$ cat src/rtl/branch_pkg.sv
package branch_pkg;

    localparam int xlen         = 32;
    localparam int rob_tag_len  = 5;
    localparam int flush_cycles = 3;   // Front end refill time
    localparam int result_depth = 2;

    // Branch and jump functions handled by the stage
    typedef enum logic [3:0] {
        btu_beq,
        btu_bne,
        btu_blt,
        btu_bge,
        btu_bltu,
        btu_bgeu,
        btu_jal,
        btu_jalr,
        btu_nop
    } insn_func_e;

    // Entry as issued by the reservation station
    typedef struct packed {
        insn_func_e             func;
        logic [xlen-1:0]        pc;
        logic [xlen-1:0]        imm;
        logic [xlen-1:0]        value_src1;
        logic [xlen-1:0]        value_src2;
        logic                   pred_taken;    // Predictor direction
        logic [xlen-1:0]        pred_target;   // Predictor target
        logic [rob_tag_len-1:0] insn_tag;
        logic [rob_tag_len-1:0] tag_dest;
    } rs_entry_t;

    typedef struct packed {
        logic                   taken;
        logic [xlen-1:0]        target_pc;
        logic [xlen-1:0]        wb_data;       // Link value for jumps
        logic [xlen-1:0]        redirect_pc;
        logic                   mispredict;
        logic [rob_tag_len-1:0] insn_tag;
        logic [rob_tag_len-1:0] result_tag;
        logic                   has_dest;
    } br_result_t;

    // Word broadcast on the common data bus
    typedef struct packed {
        logic [rob_tag_len-1:0] tag;
        logic [rob_tag_len-1:0] result_tag;
        logic [xlen-1:0]        value;
        logic                   has_dest;
        logic                   mispredict;
    } cdb_packet_t;

endpackage

$ cat src/rtl/branch_unit.sv
`timescale 1ns/10ps

module branch_unit import branch_pkg::*; (
    input  rs_entry_t  entry,
    output br_result_t result
);

    logic [xlen-1:0] pc;
    logic [xlen-1:0] imm;
    logic [xlen-1:0] rs1;
    logic [xlen-1:0] rs2;
    logic [xlen-1:0] seq_pc;      // Fall-through address
    logic [xlen-1:0] target;
    logic [xlen-1:0] link;
    logic [xlen-1:0] next_pc;
    logic            taken;
    logic            is_jump;
    logic            wrong_dir;
    logic            wrong_target;

    assign pc  = entry.pc;
    assign imm = entry.imm;
    assign rs1 = entry.value_src1;
    assign rs2 = entry.value_src2;

    assign seq_pc  = pc + 32'd4;
    assign is_jump = (entry.func == btu_jal) || (entry.func == btu_jalr);

    // Condition resolution
    always_comb begin
        unique case (entry.func)
            btu_beq:  taken = rs1 == rs2;
            btu_bne:  taken = rs1 != rs2;
            btu_blt:  taken = $signed(rs1) < $signed(rs2);
            btu_bge:  taken = $signed(rs1) >= $signed(rs2);
            btu_bltu: taken = rs1 < rs2;
            btu_bgeu: taken = rs1 >= rs2;
            btu_jal,
            btu_jalr: taken = 1'b1;
            default:  taken = 1'b0;   // nop never branches
        endcase
    end

    // Target and link value
    always_comb begin
        if (entry.func == btu_jalr) begin
            target = (rs1 + imm) & ~32'd1;   // Bit 0 dropped for JALR
        end else begin
            target = pc + imm;
        end
        link = is_jump ? seq_pc : '0;
    end

    assign next_pc = taken ? target : seq_pc;

    // Compare actual outcome against the prediction
    assign wrong_dir    = taken != entry.pred_taken;
    assign wrong_target = taken && (target != entry.pred_target);

    always_comb begin
        result.taken       = taken;
        result.target_pc   = target;
        result.wb_data     = link;
        result.redirect_pc = next_pc;
        result.mispredict  = wrong_dir || wrong_target;
        result.insn_tag    = entry.insn_tag;
        result.result_tag  = entry.tag_dest;
        result.has_dest    = is_jump;   // Only jumps write rd
    end

endmodule

$ cat src/rtl/branch_recover_fsm.sv
`timescale 1ns/10ps

module branch_recover_fsm (
    input  logic clk,
    input  logic rst_n,
    input  logic issue_valid,
    input  logic buf_full,
    input  logic mispredict,
    input  logic timer_busy,
    output logic issue_ready,
    output logic accept,
    output logic timer_start
);

    typedef enum logic [1:0] {
        reset_hold,
        run,
        recover
    } state_e;

    state_e state;
    state_e state_next;
    logic   blocked;

    // Issue is held off in the reset cycle and while the front end refills
    always_comb begin
        blocked = 1'b0;
        case (state)
            reset_hold: blocked = 1'b1;
            recover:    blocked = timer_busy;
            default:    blocked = 1'b0;
        endcase
    end

    assign issue_ready = !blocked && !buf_full;
    assign accept      = issue_valid && issue_ready;
    assign timer_start = accept && mispredict;

    always_comb begin
        state_next = state;
        case (state)
            reset_hold: state_next = run;
            run: begin
                if (timer_start) begin
                    state_next = recover;
                end
            end
            recover: begin
                if (timer_start) begin
                    state_next = recover;   // Back-to-back mispredict restarts
                end else if (!timer_busy) begin
                    state_next = run;
                end
            end
            default: state_next = reset_hold;
        endcase
    end

    always_ff @(posedge clk) begin
        if (!rst_n) begin
            state <= reset_hold;
        end else begin
            state <= state_next;
        end
    end

endmodule

$ cat src/rtl/recovery_timer.sv
`timescale 1ns/10ps

module recovery_timer import branch_pkg::*; (
    input  logic clk,
    input  logic rst_n,
    input  logic start,
    output logic busy
);

    localparam int cnt_w = $clog2(flush_cycles + 1);

    logic [cnt_w-1:0] count;

    always_ff @(posedge clk) begin
        if (!rst_n) begin
            count <= '0;
        end else if (start) begin
            count <= cnt_w'(flush_cycles);   // Reload on every flush
        end else if (count != '0) begin
            count <= count - 1'b1;
        end
    end

    assign busy = count != '0;

endmodule

$ cat src/rtl/branch_result_buf.sv
`timescale 1ns/10ps

module branch_result_buf import branch_pkg::*; (
    input  logic            clk,
    input  logic            rst_n,
    input  logic            push,
    input  br_result_t      push_result,
    input  logic            cdb_ack,
    output logic            full,
    output logic            cdb_valid,
    output cdb_packet_t     cdb_pkt,
    output logic            flush,
    output logic [xlen-1:0] redirect_pc
);

    localparam int ptr_w = (result_depth > 1) ? $clog2(result_depth) : 1;
    localparam int cnt_w = $clog2(result_depth + 1);

    cdb_packet_t      entries [result_depth];
    cdb_packet_t      push_pkt;
    logic [ptr_w-1:0] rd_ptr;
    logic [ptr_w-1:0] wr_ptr;
    logic [cnt_w-1:0] count;
    logic             pop;

    // Result to CDB word
    always_comb begin
        push_pkt.tag        = push_result.insn_tag;
        push_pkt.result_tag = push_result.result_tag;
        push_pkt.value      = push_result.wb_data;
        push_pkt.has_dest   = push_result.has_dest;
        push_pkt.mispredict = push_result.mispredict;
    end

    assign cdb_valid = count != '0;
    assign cdb_pkt   = entries[rd_ptr];
    assign pop       = cdb_valid && cdb_ack;
    assign full      = (count == cnt_w'(result_depth)) && !pop;   // A slot frees on ack

    always_ff @(posedge clk) begin
        if (!rst_n) begin
            rd_ptr <= '0;
            wr_ptr <= '0;
            count  <= '0;
        end else begin
            if (push) begin
                wr_ptr <= (wr_ptr == ptr_w'(result_depth - 1)) ? '0 : wr_ptr + 1'b1;
            end
            if (pop) begin
                rd_ptr <= (rd_ptr == ptr_w'(result_depth - 1)) ? '0 : rd_ptr + 1'b1;
            end
            case ({push, pop})
                2'b10:   count <= count + 1'b1;
                2'b01:   count <= count - 1'b1;
                default: count <= count;     // Both or neither
            endcase
        end
    end

    always_ff @(posedge clk) begin
        if (push) begin
            entries[wr_ptr] <= push_pkt;
        end
    end

    // Redirect lasts one cycle after a mispredicting push
    always_ff @(posedge clk) begin
        if (!rst_n) begin
            flush <= 1'b0;
        end else begin
            flush <= push && push_result.mispredict;
        end
    end

    always_ff @(posedge clk) begin
        if (push && push_result.mispredict) begin
            redirect_pc <= push_result.redirect_pc;
        end
    end

endmodule

$ cat src/rtl/branch_stage_top.sv
`timescale 1ns/10ps

module branch_stage_top import branch_pkg::*; (
    input  logic            clk,
    input  logic            rst_n,
    input  logic            issue_valid,
    input  rs_entry_t       issue_entry,
    output logic            issue_ready,
    output logic            cdb_valid,
    output cdb_packet_t     cdb_pkt,
    input  logic            cdb_ack,
    output logic            flush,
    output logic [xlen-1:0] redirect_pc
);

    br_result_t resolved;
    logic       accept;
    logic       buf_full;
    logic       timer_start;
    logic       timer_busy;

    branch_unit u_branch_unit (
        .entry  (issue_entry),
        .result (resolved)
    );

    branch_recover_fsm u_recover_fsm (
        .clk         (clk),
        .rst_n       (rst_n),
        .issue_valid (issue_valid),
        .buf_full    (buf_full),
        .mispredict  (resolved.mispredict),
        .timer_busy  (timer_busy),
        .issue_ready (issue_ready),
        .accept      (accept),
        .timer_start (timer_start)
    );

    recovery_timer u_recovery_timer (
        .clk   (clk),
        .rst_n (rst_n),
        .start (timer_start),
        .busy  (timer_busy)
    );

    // Results queue here until the CDB takes them
    branch_result_buf u_result_buf (
        .clk         (clk),
        .rst_n       (rst_n),
        .push        (accept),
        .push_result (resolved),
        .cdb_ack     (cdb_ack),
        .full        (buf_full),
        .cdb_valid   (cdb_valid),
        .cdb_pkt     (cdb_pkt),
        .flush       (flush),
        .redirect_pc (redirect_pc)
    );

endmodule

$ cat config.mk
export PLATFORM = sky130hd
export DESIGN_NAME = branch_stage_top
export DESIGN_NICKNAME = d
export VERILOG_FILES = /design/src/rtl/branch_pkg.sv /design/src/rtl/branch_unit.sv /design/src/rtl/branch_recover_fsm.sv /design/src/rtl/recovery_timer.sv /design/src/rtl/branch_result_buf.sv /design/src/rtl/branch_stage_top.sv
export SDC_FILE = /design/constraint.sdc
export NUM_CORES = 1
export LEC_CHECK = 0
export BUFFER_PORTS_ARGS = -buffer_cell sky130_fd_sc_hd__buf_2
export CAP_MARGIN = 5
export CORE_UTILIZATION = 40
export CTS_BUF_LIST = sky130_fd_sc_hd__clkbuf_4 sky130_fd_sc_hd__clkbuf_8
export DETAILED_ROUTE_END_ITERATION = 10
export PLACE_DENSITY_LB_ADDON = 0.2
export SYNTH_ARGS = -nofsm -noshare
export SYNTH_HDL_FRONTEND = slang
export SYNTH_SLANG_ARGS = --single-unit
$ cat constraint.sdc
create_clock -name clk -period 6.6 [get_ports clk]
set_input_delay 1.32 -clock clk [delete_from_list [all_inputs] [get_ports clk]]
set_output_delay 1.32 -clock clk [all_outputs]
set_load 0.1 [all_outputs]
**After elaboration in Yosys (flattened, before gate mapping)**

Memories as Yosys holds them, arrays and structs flattened. A register that Yosys moved wholly into a read port is not among the register bits.
Cells that the tools add are included.

- Memories kept: 1
- ROM bits: 0
- Latch bits: 0
- RAM bits: 88
- Output and inout bits: 79
- Register bits after elaboration: 41
- Bits of input ports: 179
- Logic and storage cells: 75

Memories:

| memory | words | width | read ports | clocked after memory_dff | write ports | line | text |
|---|---|---|---|---|---|---|---|
| u_result_buf.entries | 2 | 44 | 1 | 1 | 1 | branch_result_buf.sv:19 | `cdb_packet_t entries [result_depth];` |

- Shift-type cells: 0
- $mul: 0
- Div/mod/pow operators: 0
- Reduce and logical (&&, ||, !) cells: 19
- Add/sub/neg operators: 8
- Magnitude comparators: 4
- Mux-type cells: 18
- Bitwise logic cells: 0
- Eq/ne operators: 18

Operators with widths:

| kind | count |
|---|---|
| 32-bit 2-to-1 mux | 3 |
| 32-bit adder | 2 |
| 32-bit greater-or-equal comparator | 2 |
| 32-bit less-than comparator | 2 |
| 32-bit != test | 2 |
| 32-bit by 3-bit adder with 32-bit output (second input constant) | 1 |
| 32-bit == test | 1 |
| 4-bit by 3-bit == test with 1-bit output (second input constant) | 4 |
| 2-bit 2-to-1 mux | 5 |
| 4-bit by 2-bit == test with 1-bit output (second input constant) | 2 |
| 2-bit nonzero test | 4 |
| 1-bit one-hot mux with 7 select lines | 1 |
| 2-bit == test (second input constant) | 3 |
| 1-bit logical AND | 6 |
| 1-bit 2-to-1 mux | 6 |
| 2-bit one-hot mux with 3 select lines | 1 |
| 2-bit by 1-bit == test with 1-bit output (second input constant) | 2 |
| 4-bit by 1-bit == test with 1-bit output (second input constant) | 1 |
| 4-bit logical NOT | 1 |
| 2-bit one-hot mux with 2 select lines | 1 |
| 2-bit by 1-bit subtractor with 2-bit output (second input constant) | 2 |
| 1-bit logical NOT | 3 |
| 3-bit != test (second input constant) | 1 |
| 1-bit adder (second input constant) | 2 |
| 8 further kinds | 9 |

**Logic depth before layout (Yosys ltp)**

- Depth after elaboration: 10
- Depth in mapped cells: 15
- Mapped depth without buffers: 15

**By module**

Synthesis repeated with hierarchy kept, for this count alone.

- Cells, all modules: 1287
- Area, all modules: 12005.3 µm²

By module, submodules not included:

| module | area an instance (µm²) | instances | sequential area each (µm²) | cells each |
|---|---|---|---|---|
| branch_unit | 7164.4 | 1 | 0.0 | 1063 |
| branch_result_buf | 4603.2 | 1 | 3723.6 | 198 |
| branch_recover_fsm | 140.1 | 1 | 40.0 | 16 |
| recovery_timer | 97.6 | 1 | 40.0 | 10 |

**Least setup slack after synthesis**

No wires, ideal clock.

- Kind: input-to-reg
- Start point: input port cdb_ack
- End point: memory u_result_buf.entries[0][0] (netlist bit), enable pin
- Arrival time: 4944 ps
- Buffers on the path: 0
- Slack: 1210 ps
- Required time: 6154 ps
- Stages: 4
- Library setup time: 446 ps
- Path through: nor3b_1 -> nor2_1 -> nand2_1 -> nor2_1

- Word-level cells in the longest chain between the ends: 8

RTL lines:

| item | line | text |
|---|---|---|
| start: declaration | branch_stage_top.sv:11 | `input logic cdb_ack,` |
| 1-bit logical AND | branch_result_buf.sv:37 | `assign pop = cdb_valid && cdb_ack;` |
| 1-bit logical NOT | branch_result_buf.sv:38 | `assign full = (count == cnt_w'(result_depth)) && !pop;` |
| 1-bit logical AND | branch_result_buf.sv:38 |  |
| 1-bit logical NOT | branch_recover_fsm.sv:35 | `assign issue_ready = !blocked && !buf_full;` |
| 1-bit logical AND | branch_recover_fsm.sv:35 |  |
| net issue_ready | branch_stage_top.sv:8 | `output logic issue_ready,` |
| 1-bit logical AND | branch_recover_fsm.sv:36 | `assign accept = issue_valid && issue_ready;` |
| 1-bit 2-to-1 mux | branch_result_buf.sv:61 | `if (push) begin` |
| 1-bit 2-to-1 mux (not written as such) | branch_result_buf.sv:62 | `entries[wr_ptr] <= push_pkt;` |
| end: declaration | branch_result_buf.sv:19 |  |

The timed path passes the listed nets, and every way through them passes these cells.

**Final worst setup path**

- Start point: input port issue_entry[141] (netlist bit)
- End point: register u_result_buf.redirect_pc[5], enable pin

- Word-level cells in the longest chain between the ends: 6

RTL lines:

| item | line | text |
|---|---|---|
| start: declaration | branch_stage_top.sv:7 | `input rs_entry_t issue_entry,` |
| 32-bit adder | branch_unit.sv:49 | `target = pc + imm;` |
| 32-bit 2-to-1 mux | branch_unit.sv:46 | `if (entry.func == btu_jalr) begin` |
| 32-bit != test | branch_unit.sv:58 | `assign wrong_target = taken && (target != entry.pred_target);` |
| 1-bit logical AND | branch_unit.sv:58 |  |
| 1-bit logical OR | branch_unit.sv:65 | `result.mispredict = wrong_dir \|\| wrong_target;` |
| 1-bit logical AND | n/a |  |
| net timer_start | branch_stage_top.sv:19 | `logic timer_start;` |
| end signal: assignment | branch_result_buf.sv:77 | `redirect_pc <= push_result.redirect_pc;` |
| end: declaration | branch_result_buf.sv:13 | `output logic [xlen-1:0] redirect_pc` |

The timed path passes the listed nets, and every way through them passes these cells.
A chain may end at the register's enable or synchronous reset.

==> qor.yml <==
synthesis:
  synthDistinctLibCells: 85
  yosysWarningCount: 0
  syn_nets: 1565
  ys_seq_area_share_pct: 32.8
  syn-mean-instance-area_um2: 9.01
  async_flop_share_pct: 0
  synthesis.area_mm2: 0.0116
  dominantRegCellSynth: "edfxtp_1"
  yosys_register_bits: 130
  syn_inst: 1288
  synth-edff-count: 120
critical_path:
  start_kind: "primary input"
  cp_slowest_stage_delay_ns: 0.83
  required_ns: 6.65
  crit_path_end_kind: "register"
  arrival_ns: 5.34
  critPathKind: "primary input to register"
  crit_slowest_cell: "nor2_4"
  crit_family: "simple AND/OR/NAND/NOR gates"
  crit_fanout: 37
  critPathBufInv: 1
  r2r_slack_ns: 3.98
  crit_chain: "buf_2 > ha_1 > o211ai_1 > o21ai_1 > a21oi_1 > nor4_1 > a221oi_1 > nand3_1 > or3b_1 > and3_1 > o2111ai_1 > nor4b_4 > nor2_4"
power:
  p_int_mw: 1.89
  leakagePower_nw: 5.72
  pwr-share-seq_pct: 29.2
  power.switching_mw: 1.67
  switching_share_pct: 46.9
  ir_drop_uv: 137
  power_mw: 3.56
  power_frac_comb_pct: 50.0
  p_clk_share_pct: 20.8
  p_per_area_mw_per_mm2: 260
layout:
  drive_gt1_share_pct: 24.2
  nets: 1794
  fillers: 2768
  final_common_cell: "buf_2"
  register_area_mm2: 0.00380
  fin_cells: 1911
  multi_input_area_mm2: 0.00738
  mostFrequentLayoutCells: "257 x buf_2, 120 x a21oi_1, 120 x edfxtp_1"
  syn2layout_area_growth_pct: 18.0
place:
  dp_cells: 1876
  place_congestion: 0.950
  hpwlAfterDp_mm: 31.1
  port_buffers: 257
floorplan:
  core_mm2: 0.0282
  row_count: 61
  num_io_pins: 258
  die_w_um: 172
  start_util_pct: 41.2
  die_area_mm2: 0.0297
  die_h_um: 172
global_routing:
  grt_usage_pct: 25.3
  grt_pass1_vias: 10000
  grt.overflow.total: 0
  antenna_found_initial: 4
  grt_pass1_wl_mm: 56.6
  grt_max_degree: 45
run_status:
  status: "completed"
timing:
  finalHoldViolCount: 0
  setup_viol: 0
  rsz0062_at_grt: "no"
  finalMaxSlewViolations: 0
  post-route-min-period_ns: 5.30
  fin_crit_sh_pct: 80.2
  final.setup_skew_ns: 0.0131
  slew_headroom_pct: 28.0
  worst_slew_pin_slew_ns: 1.08
  setup_tns_ns: 0
  max_freq_ghz: 0.189
detailed_routing:
  vias: 10700
  ant_nets: 0
  firstDrtPassIters: 7
  drtIter0Drc: 705
  wl_per_cell_um: 19.7
  drc: 0
  via_per_inst: 5.61
  finalWirelength_mm: 37.7
clock_tree:
  postCtsSetupRepairBufs: 0
  tritoncts.num_buffers: 17
  insertion_delay_ns: 0.43
  cts-root-buf: "clkbuf_8"
  cts_max_path_buffers: 2
  cts_hold_buf: 0
  clock_sinks: 130
  cts_tree: "done"
  ctsResizeCount: 0
  path_clk_slew_ns: 0.08
  htreeDepth: 4
worst_hold_path:
  holdCritPathClass: "register to register"
flow_run:
  drv_cap: 0
kinds of logic after synthesis:
| logic type | share of synthesized area [%] |
|---|---|
| AND/OR/NAND/NOR | 18.2 |
| AO/OA/AOI/OAI | 19.0 |
| flip-flops | 32.8 |
| buffers and inverters | 3.85 |
| XOR/XNOR | 9.02 |
| adder cells (fa/ha/maj) | 10.7 |
| multiplexers | 6.55 |
per-stage QoR:
step | utilization [%] | setup WS [ns] | hold slack, ns | area (µm²)
floorplan | - | 1.21 | 0.468 | 11600
global placement | 47.0 | 1.02 | 0.498 | 13200
detailed placement | 47.0 | 0.950 | 0.521 | 13200
CTS | 48.6 | 1.40 | 0.534 | 13700
global route | 48.6 | 1.14 | 0.606 | 13700
finish | 48.6 | 1.30 | 0.532 | 13700
flip-flops by register name, summed over array words and instances, names as in the netlist, named ones only:
name,count
u_recover_fsm.state,2
u_recovery_timer.count,2
u_result_buf.count,2
u_result_buf.entries,88
u_result_buf.flush,1
u_result_buf.rd_ptr,1
u_result_buf.redirect_pc,32
u_result_buf.wr_ptr,1
metal layers:
layer,vias up,global-route usage [%],routed length (µm)
met4,2,6.96,716
met2,396,40.5,16800
met3,39,2.47,2200
met1,5026,36.2,18000
met5,-,0,13
li1,5260,-,-
cells in the mapped netlist (all sizes together), types with 30 or more instances:
cell    number  area [µm²]
a21oi      122         618
clkbuf      35         131
edfxtp     120        3600
ha          96        1200
inv         60         225
mux2        45         510
nand2      114         428
nand3       30         150
nand4       30         188
nor2       102         385
o21ai       75         379
xnor2       50         438
xor2        54         473
worst paths after layout:
kind                        startpoint                           to  cells after the start
max                   issue_entry[141]  u_result_buf.redirect_pc[5]                     13
min              u_result_buf.count[1]        u_result_buf.count[1]                      2
max reg2reg  u_recovery_timer.count[0]  u_result_buf.redirect_pc[5]                      7
min reg2reg      u_result_buf.count[1]        u_result_buf.count[1]                      2
power by group through the flow:
stage / logic (mW) / registers [mW] / clock network, mW
2_1_floorplan: 1.32 / 1.11 / 0
5_1_grt: 1.89 / 1.05 / 0.786
3_3_place_gp: 1.77 / 1.06 / 0
4_1_cts: 1.77 / 1.04 / 0.754
3_5_place_dp: 1.77 / 1.06 / 0
6_report: 1.78 / 1.04 / 0.741
area by class of cell:
class,instances,share of cell area (%)
diodes,3,0.0548
clock buffers,17,1.71
clock inverters,15,1.51
inverters,60,1.64
multi-input cells,1043,53.9
flip-flops and latches,130,27.8
well taps,378,3.45
repair buffers,265,9.92
tightest hold or removal path, stage by stage, from the launching register on:
cell and delay, ns:
dfxtp_1 0.34, o21ai_0 0.07, a21boi_0 0.08
Power figures use the tool's default switching activity.
